$ cat src/mini_pipe_defs.svh
//////////////////////////////////////////////////////////////////////
// Widths, instruction field map and the load data rule
// The field positions assume a 16-bit instruction with 3-bit opcode
//////////////////////////////////////////////////////////////////////

`ifndef MINI_PIPE_DEFS_SVH
`define MINI_PIPE_DEFS_SVH

// Datapath and register file widths
`define MP_XLEN          16
`define MP_RADDR_W       3
`define MP_INSTR_W       16
`define MP_OPC_W         3
`define MP_IMM_W         4

// Instruction field positions
`define MP_F_OPC         15:13
`define MP_F_RD          12:10
`define MP_F_RS1         9:7
`define MP_F_RS2         6:4
`define MP_F_IMM         3:0

// A load returns its address XOR this value
`define MP_LOAD_PATTERN  16'hA5C3

`endif

$ cat src/mini_pipe_pkg.sv
//////////////////////////////////////////////////////////////////////
// Opcode and forwarding select types shared across the pipeline
// Codes 6 and 7 have no name here and are turned into NOP in ID
//////////////////////////////////////////////////////////////////////

`default_nettype none

`include "mini_pipe_defs.svh"

package mini_pipe_pkg;

  // Opcodes as carried from ID into EX
  typedef enum logic [`MP_OPC_W-1:0] {
    OP_NOP  = 3'd0,
    OP_ADD  = 3'd1,
    OP_SUB  = 3'd2,
    OP_XOR  = 3'd3,
    OP_ADDI = 3'd4,
    OP_LD   = 3'd5
  } opcode_e;

  // Operand source in ID
  typedef enum logic [1:0] {
    SEL_REGFILE = 2'b00,
    SEL_FW_EX   = 2'b01,
    SEL_FW_WB   = 2'b10
  } fw_sel_e;

endpackage

`default_nettype wire

$ cat src/mini_pipe_decoder.sv
//////////////////////////////////////////////////////////////////////
// ID stage with the IF/ID register and field decode
// Source must hold instr_i while stall_i is high
//////////////////////////////////////////////////////////////////////

`timescale 1ns/1ns
`default_nettype none

`include "mini_pipe_defs.svh"

module mini_pipe_decoder import mini_pipe_pkg::*; (
  input  logic                   clk_i,
  input  logic                   reset_i,
  input  logic                   instr_valid_i,
  input  logic [`MP_INSTR_W-1:0] instr_i,
  input  logic                   stall_i,
  output logic                   id_valid_o,
  output opcode_e                opcode_o,
  output logic [`MP_RADDR_W-1:0] rd_o,
  output logic [`MP_RADDR_W-1:0] rf_raddr_a_o,
  output logic [`MP_RADDR_W-1:0] rf_raddr_b_o,
  output logic [`MP_IMM_W-1:0]   imm_o,
  output logic [1:0]             rf_re_o,
  output logic                   id_we_o
);

  logic [`MP_INSTR_W-1:0] instr_q;
  logic [`MP_OPC_W-1:0]   opc_raw;

  // Valid follows the strobe whenever ID is free to move
  // Without a new strobe the slot empties as the old one leaves
  always_ff @(posedge clk_i) begin
    if (reset_i) begin
      id_valid_o <= 1'b0;
    end else if (!stall_i) begin
      id_valid_o <= instr_valid_i;
    end
  end

  // Instruction word, loaded on acceptance only
  always_ff @(posedge clk_i) begin
    if (instr_valid_i && !stall_i) begin
      instr_q <= instr_i;
    end
  end

  // Field split
  assign opc_raw      = instr_q[`MP_F_OPC];
  assign rd_o         = instr_q[`MP_F_RD];
  assign rf_raddr_a_o = instr_q[`MP_F_RS1];
  assign rf_raddr_b_o = instr_q[`MP_F_RS2];
  assign imm_o        = instr_q[`MP_F_IMM];

  // Undefined codes fall back to NOP
  always_comb begin
    case (opc_raw)
      OP_ADD, OP_SUB, OP_XOR, OP_ADDI, OP_LD: opcode_o = opcode_e'(opc_raw);
      default:                                opcode_o = OP_NOP;
    endcase
  end

  // Port a for every real opcode, port b for register-register ops
  assign rf_re_o[0] = (opcode_o != OP_NOP);
  assign rf_re_o[1] = (opcode_o == OP_ADD) || (opcode_o == OP_SUB) || (opcode_o == OP_XOR);

  // No write for NOP or a destination of r0
  assign id_we_o = (opcode_o != OP_NOP) && (rd_o != '0);

endmodule

`default_nettype wire

$ cat src/mini_pipe_regfile.sv
//////////////////////////////////////////////////////////////////////
// Eight-entry register file with r0 tied to zero
// Reads are asynchronous and miss a write on the same edge
//////////////////////////////////////////////////////////////////////

`timescale 1ns/1ns
`default_nettype none

`include "mini_pipe_defs.svh"

module mini_pipe_regfile (
  input  logic                   clk_i,
  input  logic                   reset_i,
  input  logic [`MP_RADDR_W-1:0] raddr_a_i,
  input  logic [`MP_RADDR_W-1:0] raddr_b_i,
  input  logic                   we_i,
  input  logic [`MP_RADDR_W-1:0] waddr_i,
  input  logic [`MP_XLEN-1:0]    wdata_i,
  output logic [`MP_XLEN-1:0]    rdata_a_o,
  output logic [`MP_XLEN-1:0]    rdata_b_o
);

  localparam int NREGS = 2 ** `MP_RADDR_W;

  // Storage for r1 upward
  logic [`MP_XLEN-1:0] regs_q [1:NREGS-1];

  always_ff @(posedge clk_i) begin
    if (reset_i) begin
      for (int i = 1; i < NREGS; i++) begin
        regs_q[i] <= '0;
      end
    end else if (we_i && (waddr_i != '0)) begin
      regs_q[waddr_i] <= wdata_i;
    end
  end

  // r0 reads as zero
  assign rdata_a_o = (raddr_a_i == '0) ? '0 : regs_q[raddr_a_i];
  assign rdata_b_o = (raddr_b_i == '0) ? '0 : regs_q[raddr_b_i];

endmodule

`default_nettype wire

$ cat src/mini_pipe_bypass.sv
//////////////////////////////////////////////////////////////////////
// Hazard detection, load-use stall and operand forwarding selects
// Purely combinational; the clock only samples the assertions
// Register 0 never matches and EX wins over WB on a double match
//////////////////////////////////////////////////////////////////////

`timescale 1ns/1ns
`default_nettype none

`include "mini_pipe_defs.svh"

module mini_pipe_bypass import mini_pipe_pkg::*; (
  input  logic                   clk_i,
  input  logic                   reset_i,
  input  logic [1:0]             rf_re_i,
  input  logic [`MP_RADDR_W-1:0] rf_raddr_a_i,
  input  logic [`MP_RADDR_W-1:0] rf_raddr_b_i,
  input  logic                   id_valid_i,
  input  logic                   ex_valid_i,
  input  logic                   ex_we_i,
  input  logic [`MP_RADDR_W-1:0] ex_waddr_i,
  input  logic                   ex_is_load_i,
  input  logic                   wb_valid_i,
  input  logic                   wb_we_i,
  input  logic [`MP_RADDR_W-1:0] wb_waddr_i,
  input  logic                   wb_ready_i,
  output fw_sel_e                fw_sel_a_o,
  output fw_sel_e                fw_sel_b_o,
  output logic                   stall_o
);

  logic [`MP_RADDR_W-1:0] raddr [2];
  logic [1:0]             ex_match;
  logic [1:0]             wb_match;
  logic                   rf_we_ex;
  logic                   rf_we_wb;
  logic                   load_stall;

  //////////////////////////////////////////////////////////////////////
  // Address compare
  //////////////////////////////////////////////////////////////////////

  assign raddr[0] = rf_raddr_a_i;
  assign raddr[1] = rf_raddr_b_i;

  // Writers in flight
  assign rf_we_ex = ex_valid_i && ex_we_i;
  // WB write only counts once the data is final
  assign rf_we_wb = wb_valid_i && wb_we_i;

  // Per read port, qualified by a live ID read of a nonzero register
  always_comb begin
    for (int i = 0; i < 2; i++) begin
      ex_match[i] = rf_we_ex && id_valid_i && rf_re_i[i] && (raddr[i] != '0) &&
                    (raddr[i] == ex_waddr_i);
      wb_match[i] = rf_we_wb && id_valid_i && rf_re_i[i] && (raddr[i] != '0) &&
                    (raddr[i] == wb_waddr_i);
    end
  end

  //////////////////////////////////////////////////////////////////////
  // Stall and forwarding selects
  //////////////////////////////////////////////////////////////////////

  // Load result is not there until WB
  assign load_stall = ex_is_load_i && |ex_match;
  // WB wait state holds the whole pipe
  assign stall_o    = load_stall || !wb_ready_i;

  // EX select overrides WB since it is the younger write
  always_comb begin
    fw_sel_a_o = SEL_REGFILE;
    fw_sel_b_o = SEL_REGFILE;
    if (wb_match[0]) begin
      fw_sel_a_o = SEL_FW_WB;
    end
    if (wb_match[1]) begin
      fw_sel_b_o = SEL_FW_WB;
    end
    if (ex_match[0]) begin
      fw_sel_a_o = SEL_FW_EX;
    end
    if (ex_match[1]) begin
      fw_sel_b_o = SEL_FW_EX;
    end
  end

  //////////////////////////////////////////////////////////////////////
  // Assertions
  //////////////////////////////////////////////////////////////////////

  // A load hit in EX leaves a bubble there on the next ready edge
  // The load address is never taken as an operand
  a_no_load_fw_ex: assert property (@(posedge clk_i) disable iff (reset_i)
    (load_stall && wb_ready_i) |=> !load_stall);

  // Pipe comes out of reset empty and ready
  a_no_stall_after_reset: assert property (@(posedge clk_i)
    $past(reset_i) && !reset_i |-> !stall_o);

endmodule

`default_nettype wire

$ cat src/mini_pipe_ex.sv
//////////////////////////////////////////////////////////////////////
// EX stage with forwarding muxes, ID/EX register and ALU
// ex_result_o carries the address for a load
// Holds while WB is not ready and takes a bubble on other stalls
//////////////////////////////////////////////////////////////////////

`timescale 1ns/1ns
`default_nettype none

`include "mini_pipe_defs.svh"

module mini_pipe_ex import mini_pipe_pkg::*; (
  input  logic                   clk_i,
  input  logic                   reset_i,
  input  logic                   id_valid_i,
  input  opcode_e                opcode_i,
  input  logic [`MP_RADDR_W-1:0] rd_i,
  input  logic [`MP_IMM_W-1:0]   imm_i,
  input  logic                   id_we_i,
  input  logic [`MP_XLEN-1:0]    rdata_a_i,
  input  logic [`MP_XLEN-1:0]    rdata_b_i,
  input  fw_sel_e                fw_sel_a_i,
  input  fw_sel_e                fw_sel_b_i,
  input  logic                   stall_i,
  input  logic                   wb_ready_i,
  input  logic [`MP_XLEN-1:0]    wb_wdata_i,
  output logic                   ex_valid_o,
  output logic                   ex_we_o,
  output logic [`MP_RADDR_W-1:0] ex_waddr_o,
  output logic                   ex_is_load_o,
  output logic [`MP_XLEN-1:0]    ex_result_o
);

  opcode_e                opcode_q;
  logic [`MP_IMM_W-1:0]   imm_q;
  logic [`MP_XLEN-1:0]    op_a_q;
  logic [`MP_XLEN-1:0]    op_b_q;
  logic [`MP_XLEN-1:0]    op_a_d;
  logic [`MP_XLEN-1:0]    op_b_d;
  logic [`MP_XLEN-1:0]    imm_ext;

  // Operand source pick, same for both ports
  function automatic logic [`MP_XLEN-1:0] fw_mux(
    input fw_sel_e             sel,
    input logic [`MP_XLEN-1:0] rf_val,
    input logic [`MP_XLEN-1:0] ex_val,
    input logic [`MP_XLEN-1:0] wb_val
  );
    case (sel)
      SEL_FW_EX: return ex_val;
      SEL_FW_WB: return wb_val;
      default:   return rf_val;
    endcase
  endfunction

  assign op_a_d = fw_mux(fw_sel_a_i, rdata_a_i, ex_result_o, wb_wdata_i);
  assign op_b_d = fw_mux(fw_sel_b_i, rdata_b_i, ex_result_o, wb_wdata_i);

  //////////////////////////////////////////////////////////////////////
  // ID/EX register
  //////////////////////////////////////////////////////////////////////

  // Valid bit. WB wait freezes EX, a hazard stall injects a bubble
  always_ff @(posedge clk_i) begin
    if (reset_i) begin
      ex_valid_o <= 1'b0;
    end else if (wb_ready_i) begin
      ex_valid_o <= id_valid_i && !stall_i;
    end
  end

  // Payload
  always_ff @(posedge clk_i) begin
    if (wb_ready_i && !stall_i) begin
      opcode_q   <= opcode_i;
      ex_waddr_o <= rd_i;
      ex_we_o    <= id_we_i;
      imm_q      <= imm_i;
      op_a_q     <= op_a_d;
      op_b_q     <= op_b_d;
    end
  end

  //////////////////////////////////////////////////////////////////////
  // ALU and address adder
  //////////////////////////////////////////////////////////////////////

  // Immediate is zero-extended
  assign imm_ext = {{(`MP_XLEN - `MP_IMM_W){1'b0}}, imm_q};

  always_comb begin
    case (opcode_q)
      OP_ADD:        ex_result_o = op_a_q + op_b_q;
      OP_SUB:        ex_result_o = op_a_q - op_b_q;
      OP_XOR:        ex_result_o = op_a_q ^ op_b_q;
      OP_ADDI, OP_LD: ex_result_o = op_a_q + imm_ext;
      default:       ex_result_o = '0;
    endcase
  end

  assign ex_is_load_o = (opcode_q == OP_LD);

  // ID folds codes 6 and 7 into NOP before they reach here
  a_opcode_defined: assert property (@(posedge clk_i) disable iff (reset_i)
    ex_valid_o |-> (opcode_q <= OP_LD));

endmodule

`default_nettype wire

$ cat src/mini_pipe_wb.sv
//////////////////////////////////////////////////////////////////////
// WB stage with the EX/WB register, load data and wait-state hold
// mem_wait_i only holds the stage while it carries a load
//////////////////////////////////////////////////////////////////////

`timescale 1ns/1ns
`default_nettype none

`include "mini_pipe_defs.svh"

module mini_pipe_wb (
  input  logic                   clk_i,
  input  logic                   reset_i,
  input  logic                   mem_wait_i,
  input  logic                   ex_valid_i,
  input  logic                   ex_we_i,
  input  logic [`MP_RADDR_W-1:0] ex_waddr_i,
  input  logic                   ex_is_load_i,
  input  logic [`MP_XLEN-1:0]    ex_result_i,
  output logic                   wb_ready_o,
  output logic                   wb_valid_o,
  output logic                   wb_we_o,
  output logic [`MP_RADDR_W-1:0] wb_waddr_o,
  output logic [`MP_XLEN-1:0]    wb_wdata_o
);

  logic                valid_q;
  logic                we_q;
  logic                is_load_q;
  logic [`MP_XLEN-1:0] result_q;

  // EX/WB register, refilled on every ready cycle
  always_ff @(posedge clk_i) begin
    if (reset_i) begin
      valid_q <= 1'b0;
    end else if (wb_ready_o) begin
      valid_q <= ex_valid_i;
    end
  end

  always_ff @(posedge clk_i) begin
    if (wb_ready_o) begin
      we_q       <= ex_we_i;
      wb_waddr_o <= ex_waddr_i;
      is_load_q  <= ex_is_load_i;
      result_q   <= ex_result_i;
    end
  end

  // Only a held load can wait
  assign wb_ready_o = !(valid_q && is_load_q && mem_wait_i);

  // Pending write, then the retire pulse when the data is final
  assign wb_we_o    = valid_q && we_q;
  assign wb_valid_o = wb_we_o && wb_ready_o;

  // Load data rule
  assign wb_wdata_o = is_load_q ? (result_q ^ `MP_LOAD_PATTERN) : result_q;

  // A retired load leaves. A second pulse needs a new writer from EX
  a_single_load_retire: assert property (@(posedge clk_i) disable iff (reset_i)
    (wb_valid_o && is_load_q) |=> (!wb_valid_o || $past(ex_valid_i && ex_we_i)));

endmodule

`default_nettype wire

$ cat src/mini_pipe_top.sv
//////////////////////////////////////////////////////////////////////
// Three-stage ID, EX, WB pipeline slice
// Source holds its instruction while stall_o is high
//////////////////////////////////////////////////////////////////////

`timescale 1ns/1ns
`default_nettype none

`include "mini_pipe_defs.svh"

module mini_pipe_top import mini_pipe_pkg::*; (
  input  logic                   clk_i,
  input  logic                   reset_i,
  input  logic                   instr_valid_i,
  input  logic [`MP_INSTR_W-1:0] instr_i,
  input  logic                   mem_wait_i,
  output logic                   stall_o,
  output logic                   wb_valid_o,
  output logic [`MP_RADDR_W-1:0] wb_waddr_o,
  output logic [`MP_XLEN-1:0]    wb_wdata_o
);

  // ID outputs
  logic                   id_valid;
  opcode_e                id_opcode;
  logic [`MP_RADDR_W-1:0] id_rd;
  logic [`MP_RADDR_W-1:0] rf_raddr_a;
  logic [`MP_RADDR_W-1:0] rf_raddr_b;
  logic [`MP_IMM_W-1:0]   id_imm;
  logic [1:0]             rf_re;
  logic                   id_we;
  logic [`MP_XLEN-1:0]    rdata_a;
  logic [`MP_XLEN-1:0]    rdata_b;

  // EX outputs
  logic                   ex_valid;
  logic                   ex_we;
  logic [`MP_RADDR_W-1:0] ex_waddr;
  logic                   ex_is_load;
  logic [`MP_XLEN-1:0]    ex_result;

  // WB and bypass
  logic                   wb_ready;
  logic                   wb_we;
  fw_sel_e                fw_sel_a;
  fw_sel_e                fw_sel_b;

  mini_pipe_decoder i_decoder (
    .clk_i         (clk_i),
    .reset_i       (reset_i),
    .instr_valid_i (instr_valid_i),
    .instr_i       (instr_i),
    .stall_i       (stall_o),
    .id_valid_o    (id_valid),
    .opcode_o      (id_opcode),
    .rd_o          (id_rd),
    .rf_raddr_a_o  (rf_raddr_a),
    .rf_raddr_b_o  (rf_raddr_b),
    .imm_o         (id_imm),
    .rf_re_o       (rf_re),
    .id_we_o       (id_we)
  );

  // Written on the retire pulse only
  mini_pipe_regfile i_regfile (
    .clk_i     (clk_i),
    .reset_i   (reset_i),
    .raddr_a_i (rf_raddr_a),
    .raddr_b_i (rf_raddr_b),
    .we_i      (wb_valid_o),
    .waddr_i   (wb_waddr_o),
    .wdata_i   (wb_wdata_o),
    .rdata_a_o (rdata_a),
    .rdata_b_o (rdata_b)
  );

  mini_pipe_bypass i_bypass (
    .clk_i        (clk_i),
    .reset_i      (reset_i),
    .rf_re_i      (rf_re),
    .rf_raddr_a_i (rf_raddr_a),
    .rf_raddr_b_i (rf_raddr_b),
    .id_valid_i   (id_valid),
    .ex_valid_i   (ex_valid),
    .ex_we_i      (ex_we),
    .ex_waddr_i   (ex_waddr),
    .ex_is_load_i (ex_is_load),
    .wb_valid_i   (wb_valid_o),
    .wb_we_i      (wb_we),
    .wb_waddr_i   (wb_waddr_o),
    .wb_ready_i   (wb_ready),
    .fw_sel_a_o   (fw_sel_a),
    .fw_sel_b_o   (fw_sel_b),
    .stall_o      (stall_o)
  );

  mini_pipe_ex i_ex (
    .clk_i        (clk_i),
    .reset_i      (reset_i),
    .id_valid_i   (id_valid),
    .opcode_i     (id_opcode),
    .rd_i         (id_rd),
    .imm_i        (id_imm),
    .id_we_i      (id_we),
    .rdata_a_i    (rdata_a),
    .rdata_b_i    (rdata_b),
    .fw_sel_a_i   (fw_sel_a),
    .fw_sel_b_i   (fw_sel_b),
    .stall_i      (stall_o),
    .wb_ready_i   (wb_ready),
    .wb_wdata_i   (wb_wdata_o),
    .ex_valid_o   (ex_valid),
    .ex_we_o      (ex_we),
    .ex_waddr_o   (ex_waddr),
    .ex_is_load_o (ex_is_load),
    .ex_result_o  (ex_result)
  );

  mini_pipe_wb i_wb (
    .clk_i        (clk_i),
    .reset_i      (reset_i),
    .mem_wait_i   (mem_wait_i),
    .ex_valid_i   (ex_valid),
    .ex_we_i      (ex_we),
    .ex_waddr_i   (ex_waddr),
    .ex_is_load_i (ex_is_load),
    .ex_result_i  (ex_result),
    .wb_ready_o   (wb_ready),
    .wb_valid_o   (wb_valid_o),
    .wb_we_o      (wb_we),
    .wb_waddr_o   (wb_waddr_o),
    .wb_wdata_o   (wb_wdata_o)
  );

endmodule

`default_nettype wire

$ cat config.mk
export PLATFORM = sky130hd
export DESIGN_NAME = mini_pipe_top
export DESIGN_NICKNAME = d
export VERILOG_FILES = /design/src/mini_pipe_pkg.sv /design/src/mini_pipe_decoder.sv /design/src/mini_pipe_regfile.sv /design/src/mini_pipe_bypass.sv /design/src/mini_pipe_ex.sv /design/src/mini_pipe_wb.sv /design/src/mini_pipe_top.sv
export VERILOG_INCLUDE_DIRS = /design/src
export SDC_FILE = /design/constraint.sdc
export NUM_CORES = 1
export LEC_CHECK = 0
export BUFFER_PORTS_ARGS = -buffer_cell sky130_fd_sc_hd__buf_2
export CORE_MARGIN = 5
export CORE_UTILIZATION = 45
export CTS_CLUSTER_DIAMETER = 200
export DETAILED_ROUTE_END_ITERATION = 16
export PLACE_DENSITY_LB_ADDON = 0.08
export SLEW_MARGIN = 15
export SYNTH_ARGS = -nofsm -noshare
export SYNTH_HDL_FRONTEND = slang
export SYNTH_HIERARCHICAL = 1
export SYNTH_SLANG_ARGS = --single-unit
$ cat constraint.sdc
create_clock -name clk_i -period 5.5 [get_ports clk_i]
set_input_delay 0.55 -clock clk_i [delete_from_list [all_inputs] [get_ports clk_i]]
set_output_delay 0.55 -clock clk_i [all_outputs]
set_load 0.02 [all_outputs]
# Word level (Yosys, flattened, before mapping)
# Memory sizes are Yosys's and may differ from the RTL's. A register that Yosys moved wholly into a read port is not among the register bits.
# Cells that the tools add are included.
dict set report totals {
  regBits 83
  mem_bits_rw 112
  output_inout_bits 21
  elab_cells 104
  memories 1
}
# name words word_bits rd rd_clocked_by_memory_dff write_ports line
set memory_table {}
lappend memory_table {i_regfile.regs_q 7 16 2 2 7 mini_pipe_regfile.sv:26} ;# logic [`MP_XLEN-1:0] regs_q [1:NREGS-1];
dict set report classes {
  n_addsub 3
  n_eq_ne 21
  n_mux 21
  n_bitwise 2
  reduce_logical 42
}
# cell n
set ops {}
lappend ops {{16-bit 2-to-1 mux} 4}
lappend ops {{16-bit one-hot mux with 2 select lines} 2}
lappend ops {{16-bit one-hot mux with 4 select lines} 1}
lappend ops {{1-bit logical AND} 26}
lappend ops {{3-bit by 2-bit equality test with 1-bit output, second input constant} 6}
lappend ops {{16-bit adder} 1}
lappend ops {{16-bit by 4-bit adder with 16-bit output} 1}
lappend ops {{16-bit OR reduction} 1}
lappend ops {{16-bit subtractor} 1}
lappend ops {{16-bit XOR} 1}
lappend ops {{3-bit nonzero test} 5}
lappend ops {{3-bit equality test} 4}
lappend ops {{3-bit equality test, second input constant} 4}
lappend ops {{3-bit 2-to-1 mux} 4}
lappend ops {{3-bit by 1-bit equality test with 1-bit output, second input constant} 3}
lappend ops {{2-bit 2-to-1 mux} 4}
lappend ops {{8-bit inverter} 1}
lappend ops {{3-bit logical NOT} 2}
lappend ops {{1-bit 2-to-1 mux} 6}
lappend ops {{5-bit OR reduction} 1}
lappend ops {{2-bit by 1-bit equality test with 1-bit output, second input constant} 2}
lappend ops {{2-bit equality test, second input constant} 2}
lappend ops {{2-bit OR reduction} 2}
lappend ops {{1-bit logical OR} 3}
lappend ops {{1-bit logical NOT} 2}

# Longest topological paths before layout
dict set report logic_depth {
  word_depth 15
  ltp_mapped 14
}

# Modules after synthesis
# Netlist, hierarchy kept.
# module instances cells_each area_per_inst_um2 seq_area_each_um2
set by_module_without_submodules {}
lappend by_module_without_submodules {mini_pipe_regfile 1 467 6268.5 3363.2}
lappend by_module_without_submodules {mini_pipe_ex 1 421 3791.1 1311.3}
lappend by_module_without_submodules {mini_pipe_wb 1 45 825.8 650.6}
lappend by_module_without_submodules {mini_pipe_decoder 1 42 674.4 500.5}
lappend by_module_without_submodules {mini_pipe_bypass 1 31 224.0 0.0}

# Worst setup path before layout
# OpenSTA, ideal clock, no wires.
dict set report synth_timing {
  kind {register to register}
  startpoint {reg i_ex.opcode_q[0]}
  endpoint {reg i_ex.op_b_q[13], data pin}
  setup_time_ns 0.261
  t_arrival_ns 3.521
  setup_slack_ns 1.719
  stages_incl_launch_ff 14
  path_buffers 3
  synth_period_minus_slack_ns 3.781
  path_cell_list {edfxtp_1 > or3b_2 > clkbuf_1 > clkbuf_1 > a21oi_1 > mux2i_1 > ha_1 > buf_2 > a21o_1 > a311oi_1 > nor2_1 > o311ai_1 > mux2_2 > a221o_1}
}
dict set report synth_via {
  elab_chain_cells 4
  elab_cells_between_ends 8
}
# element line
set synth_lines {}
lappend synth_lines {{start, declared} mini_pipe_ex.sv:34} ;# opcode_e opcode_q;
lappend synth_lines {{start signal, assigned} mini_pipe_ex.sv:75} ;# opcode_q <= opcode_i;
lappend synth_lines {{3-bit equality test} mini_pipe_ex.sv:92} ;# case (opcode_q)
lappend synth_lines {{2-bit OR reduction} mini_pipe_ex.sv:92}
lappend synth_lines {{16-bit one-hot mux with 4 select lines (*)} mini_pipe_ex.sv:92}
lappend synth_lines {{via ex_result[13]} mini_pipe_top.sv:40} ;# logic [`MP_XLEN-1:0] ex_result;
lappend synth_lines {{16-bit one-hot mux with 2 select lines (*)} mini_pipe_ex.sv:49} ;# case (sel)
lappend synth_lines {{via i_ex.op_b_d[13]} mini_pipe_ex.sv:39} ;# logic [`MP_XLEN-1:0] op_b_d;
lappend synth_lines {{end signal, assigned} mini_pipe_ex.sv:80} ;# op_b_q <= op_b_d;
lappend synth_lines {{end, declared} mini_pipe_ex.sv:37} ;# logic [`MP_XLEN-1:0] op_b_q;
# Mark *: on every way through the listed nets, which the timed path passes. The rest lies on a longest branch.
# A chain may end at the register's enable or synchronous reset.

# Worst setup path after layout
# Ends and elaborated chain as after synthesis.

==> flow_summary.json <==
{
  "portBuffers": 40,
  "die_h_um": 172,
  "clk_pin_slew_ps": 80,
  "cp_data_required_time_ps": 5680,
  "clock_path_buffers": 2,
  "status": "finished clean",
  "synth_common_cells": "edfxtp_1, and2_1, mux2i_1, nand2_1, a221oi_1",
  "holdWs_ps": 291,
  "finalSetupViolations": 0,
  "maxCapViolCount": 0,
  "synthCells": 1006,
  "skew_ps": 12.2,
  "antenna_found_initial": 0,
  "cp_max_fo": 15,
  "wire_per_inst_um": 24.2,
  "fmax_ghz": 0.240,
  "clk_latency_ps": 430,
  "areaGrowthSynthToFinish_pct": 6.70,
  "min_period_ps": 4170,
  "synth_top_area_share_pct": 48.9,
  "min_path_type": "in -> reg",
  "hold_buffers": 0,
  "r2r_slack_ps": 1330,
  "overflow": 0,
  "grt_pass1_wl_um": 49400,
  "rows": 59,
  "critPathKind": "reg -> reg",
  "cts_num_sinks": 195,
  "initial_core_util_pct": 45.5,
  "vias_per_cell": 6.10,
  "dieArea_um2": 29500,
  "drv_slew": 0,
  "routed_wl_um": 32600,
  "synth_cell_types": 80,
  "r2r_end": "i_ex/op_b_q[13]",
  "worstSetupEndpointType": "flip-flop",
  "clock-root-buffer": "clkbuf_16",
  "dominantRegCellSynth": "edfxtp_1",
  "die_w_um": 172,
  "gp_congestion": 0.829,
  "nFillCells": 2318,
  "drt_first_pass_iters": 5,
  "h-tree-depth": 4,
  "finalSetupTns_ps": 0,
  "grt_max_degree": 59,
  "synth.most_common_cell": "edfxtp_1",
  "drtAntennaViolNets": 0,
  "hold_depth": 1,
  "grt_use_total_pct": 22.2,
  "syn_area_um2": 11800,
  "final_nets": 1044,
  "fin_crit_sh_pct": 75.9,
  "async_flop_share_pct": 0,
  "yosys_warnings": 6,
  "vdd_drop_max_mv": 0.196,
  "cts_resized": 0,
  "max_stage_delay_ps": 670,
  "yosys.area.top_type": "edfxtp_1",
  "yosys_register_bits": 195,
  "start_kind": "flip-flop",
  "cpMaxStageDelayCell": "or3b_2",
  "rr_startpoint": "i_ex/opcode_q[0]",
  "dp_hpwl_um": 21300,
  "crit_buf_inv": 0,
  "synth_area_leaders": "edfxtp_1, and2_1, mux2i_1",
  "num_antenna_cells": 0,
  "synthesis.nets": 1051,
  "hp-start": "instr_i[3]",
  "crit_arrival_ps": 4350,
  "finalHoldViolations": 0,
  "cts_tree": "built",
  "vias": 8204,
  "cts_setup_buffers": 0,
  "grt_pass1_vias": 8259,
  "rsz0062_at_grt": "false",
  "relSlewSlack_pct": 33.8,
  "crit_family": "compound AO/OA/AOI/OAI gates",
  "drt_iter0_drc": 659,
  "syn_avg_cell_area_um2": 11.7,
  "ioPinCount": 41,
  "reg2reg_depth": 11,
  "pwr_density_cell_nw_per_um2": 309,
  "cts_buffers": 17,
  "crit_chain": "or3b_2, nand2_1, a21oi_1, a311oi_1, ha_1, a21o_1, a221oi_2, nor3_1, o311ai_1, mux2_2, a221o_1",
  "drcViolationCount": 0,
  "core_area_um2": 25900,
  "worstMarginPinSlew_ps": 992,
  "hold_end": "i_decoder/instr_q[3]",
  "synth_edf_count": 192,
  "drive_gt1_share_pct": 17.6,
  "p_leak_nw": 4.78,
  "yosysSeqAreaShare_pct": 49.4
}
state kept, by name (all words and copies together) (netlist names), 3 cells and up:
signal	flops
i_wb/wb_waddr_o	3
i_ex/ex_waddr_o	3
i_wb/result_q	16
i_ex/op_b_q	16
i_regfile/regs_q	112
i_ex/op_a_q	16
i_decoder/instr_q	16
i_ex/imm_q	4
i_ex/opcode_q	3
logic make-up after synthesis:
family / count (synthesis) / synth area share (%)
xor+xnor: 41 / 3.05
fa+ha+maj: 25 / 2.72
flops: 195 / 49.4
buf+inv: 105 / 5.21
simple gates: 306 / 15.7
mux: 91 / 8.17
compound gates: 243 / 15.7
worst max path at each step:
stage / from / to / slack (ps) / cells past startpoint
6_report: i_ex/opcode_q[0] / i_ex/op_b_q[13] / 1330 / 11
4_1_cts: i_ex/opcode_q[0] / i_ex/op_b_q[13] / 1340 / 11
3_3_place_gp: i_ex/opcode_q[0] / i_ex/op_b_q[13] / 1470 / 11
3_5_place_dp: i_ex/opcode_q[0] / i_ex/op_b_q[13] / 1370 / 11
2_1_floorplan: i_ex/opcode_q[0] / i_ex/op_b_q[13] / 1720 / 13
5_1_grt: i_ex/opcode_q[0] / i_ex/op_b_q[13] / 1020 / 11
metal layers:
metal / wire (um) / up-vias / GRT usage, %
li1: - / 3829 / -
met1: 15000 / 4079 / 30.9
met2: 15600 / 256 / 36.6
met3: 1280 / 40 / 2.76
met4: 773 / 0 / 6.90
met5: 0 / - / 0
where the power goes:
part	internal (W)	total [W]	switching, W
Sequential	0.00176	0.00190	0.000144
Clock	0.000603	0.00120	0.000601
Combinational	0.000285	0.000783	0.000498
placed cells by master, fill, tap and decap left out, types with 22 or more instances in the layout:
master,Yosys,layout
edfxtp_1,192,192
and2_1,97,97
mux2i_1,56,56
nand2_1,51,51
a221oi_1,40,40
buf_2,7,40
o21ai_0,39,39
nor2b_1,29,28
a21oi_1,26,26
mux2_2,25,25
ha_1,24,24
xnor2_1,22,22
final cells by class:
| class | instances | area (um^2) | share of cell area, % |
|---|---|---|---|
| sequential | 195 | 5830 | 46.3 |
| multi-input combinational | 706 | 5350 | 42.6 |
| clock buffer | 18 | 429 | 3.41 |
| tap | 335 | 419 | 3.33 |
| timing repair buffer | 58 | 335 | 2.67 |
| clock inverter | 13 | 134 | 1.06 |
| inverter | 21 | 78.8 | 0.627 |
stage by stage:
step                      total power [W]  instances  area, um^2  utilization [%]  worst slack [ps]
after floorplan                   0.00244       1006       11800                -              1720
after global placement            0.00272       1315       12000             46.4              1470
after detailed placement          0.00271       1315       12000             46.4              1370
after CTS                         0.00391       1346       12600             48.5              1340
after global routing              0.00406       1346       12600             48.5              1020
final                             0.00389       1346       12600             48.5              1330
Note: power is estimated with default switching activity, not from simulation.
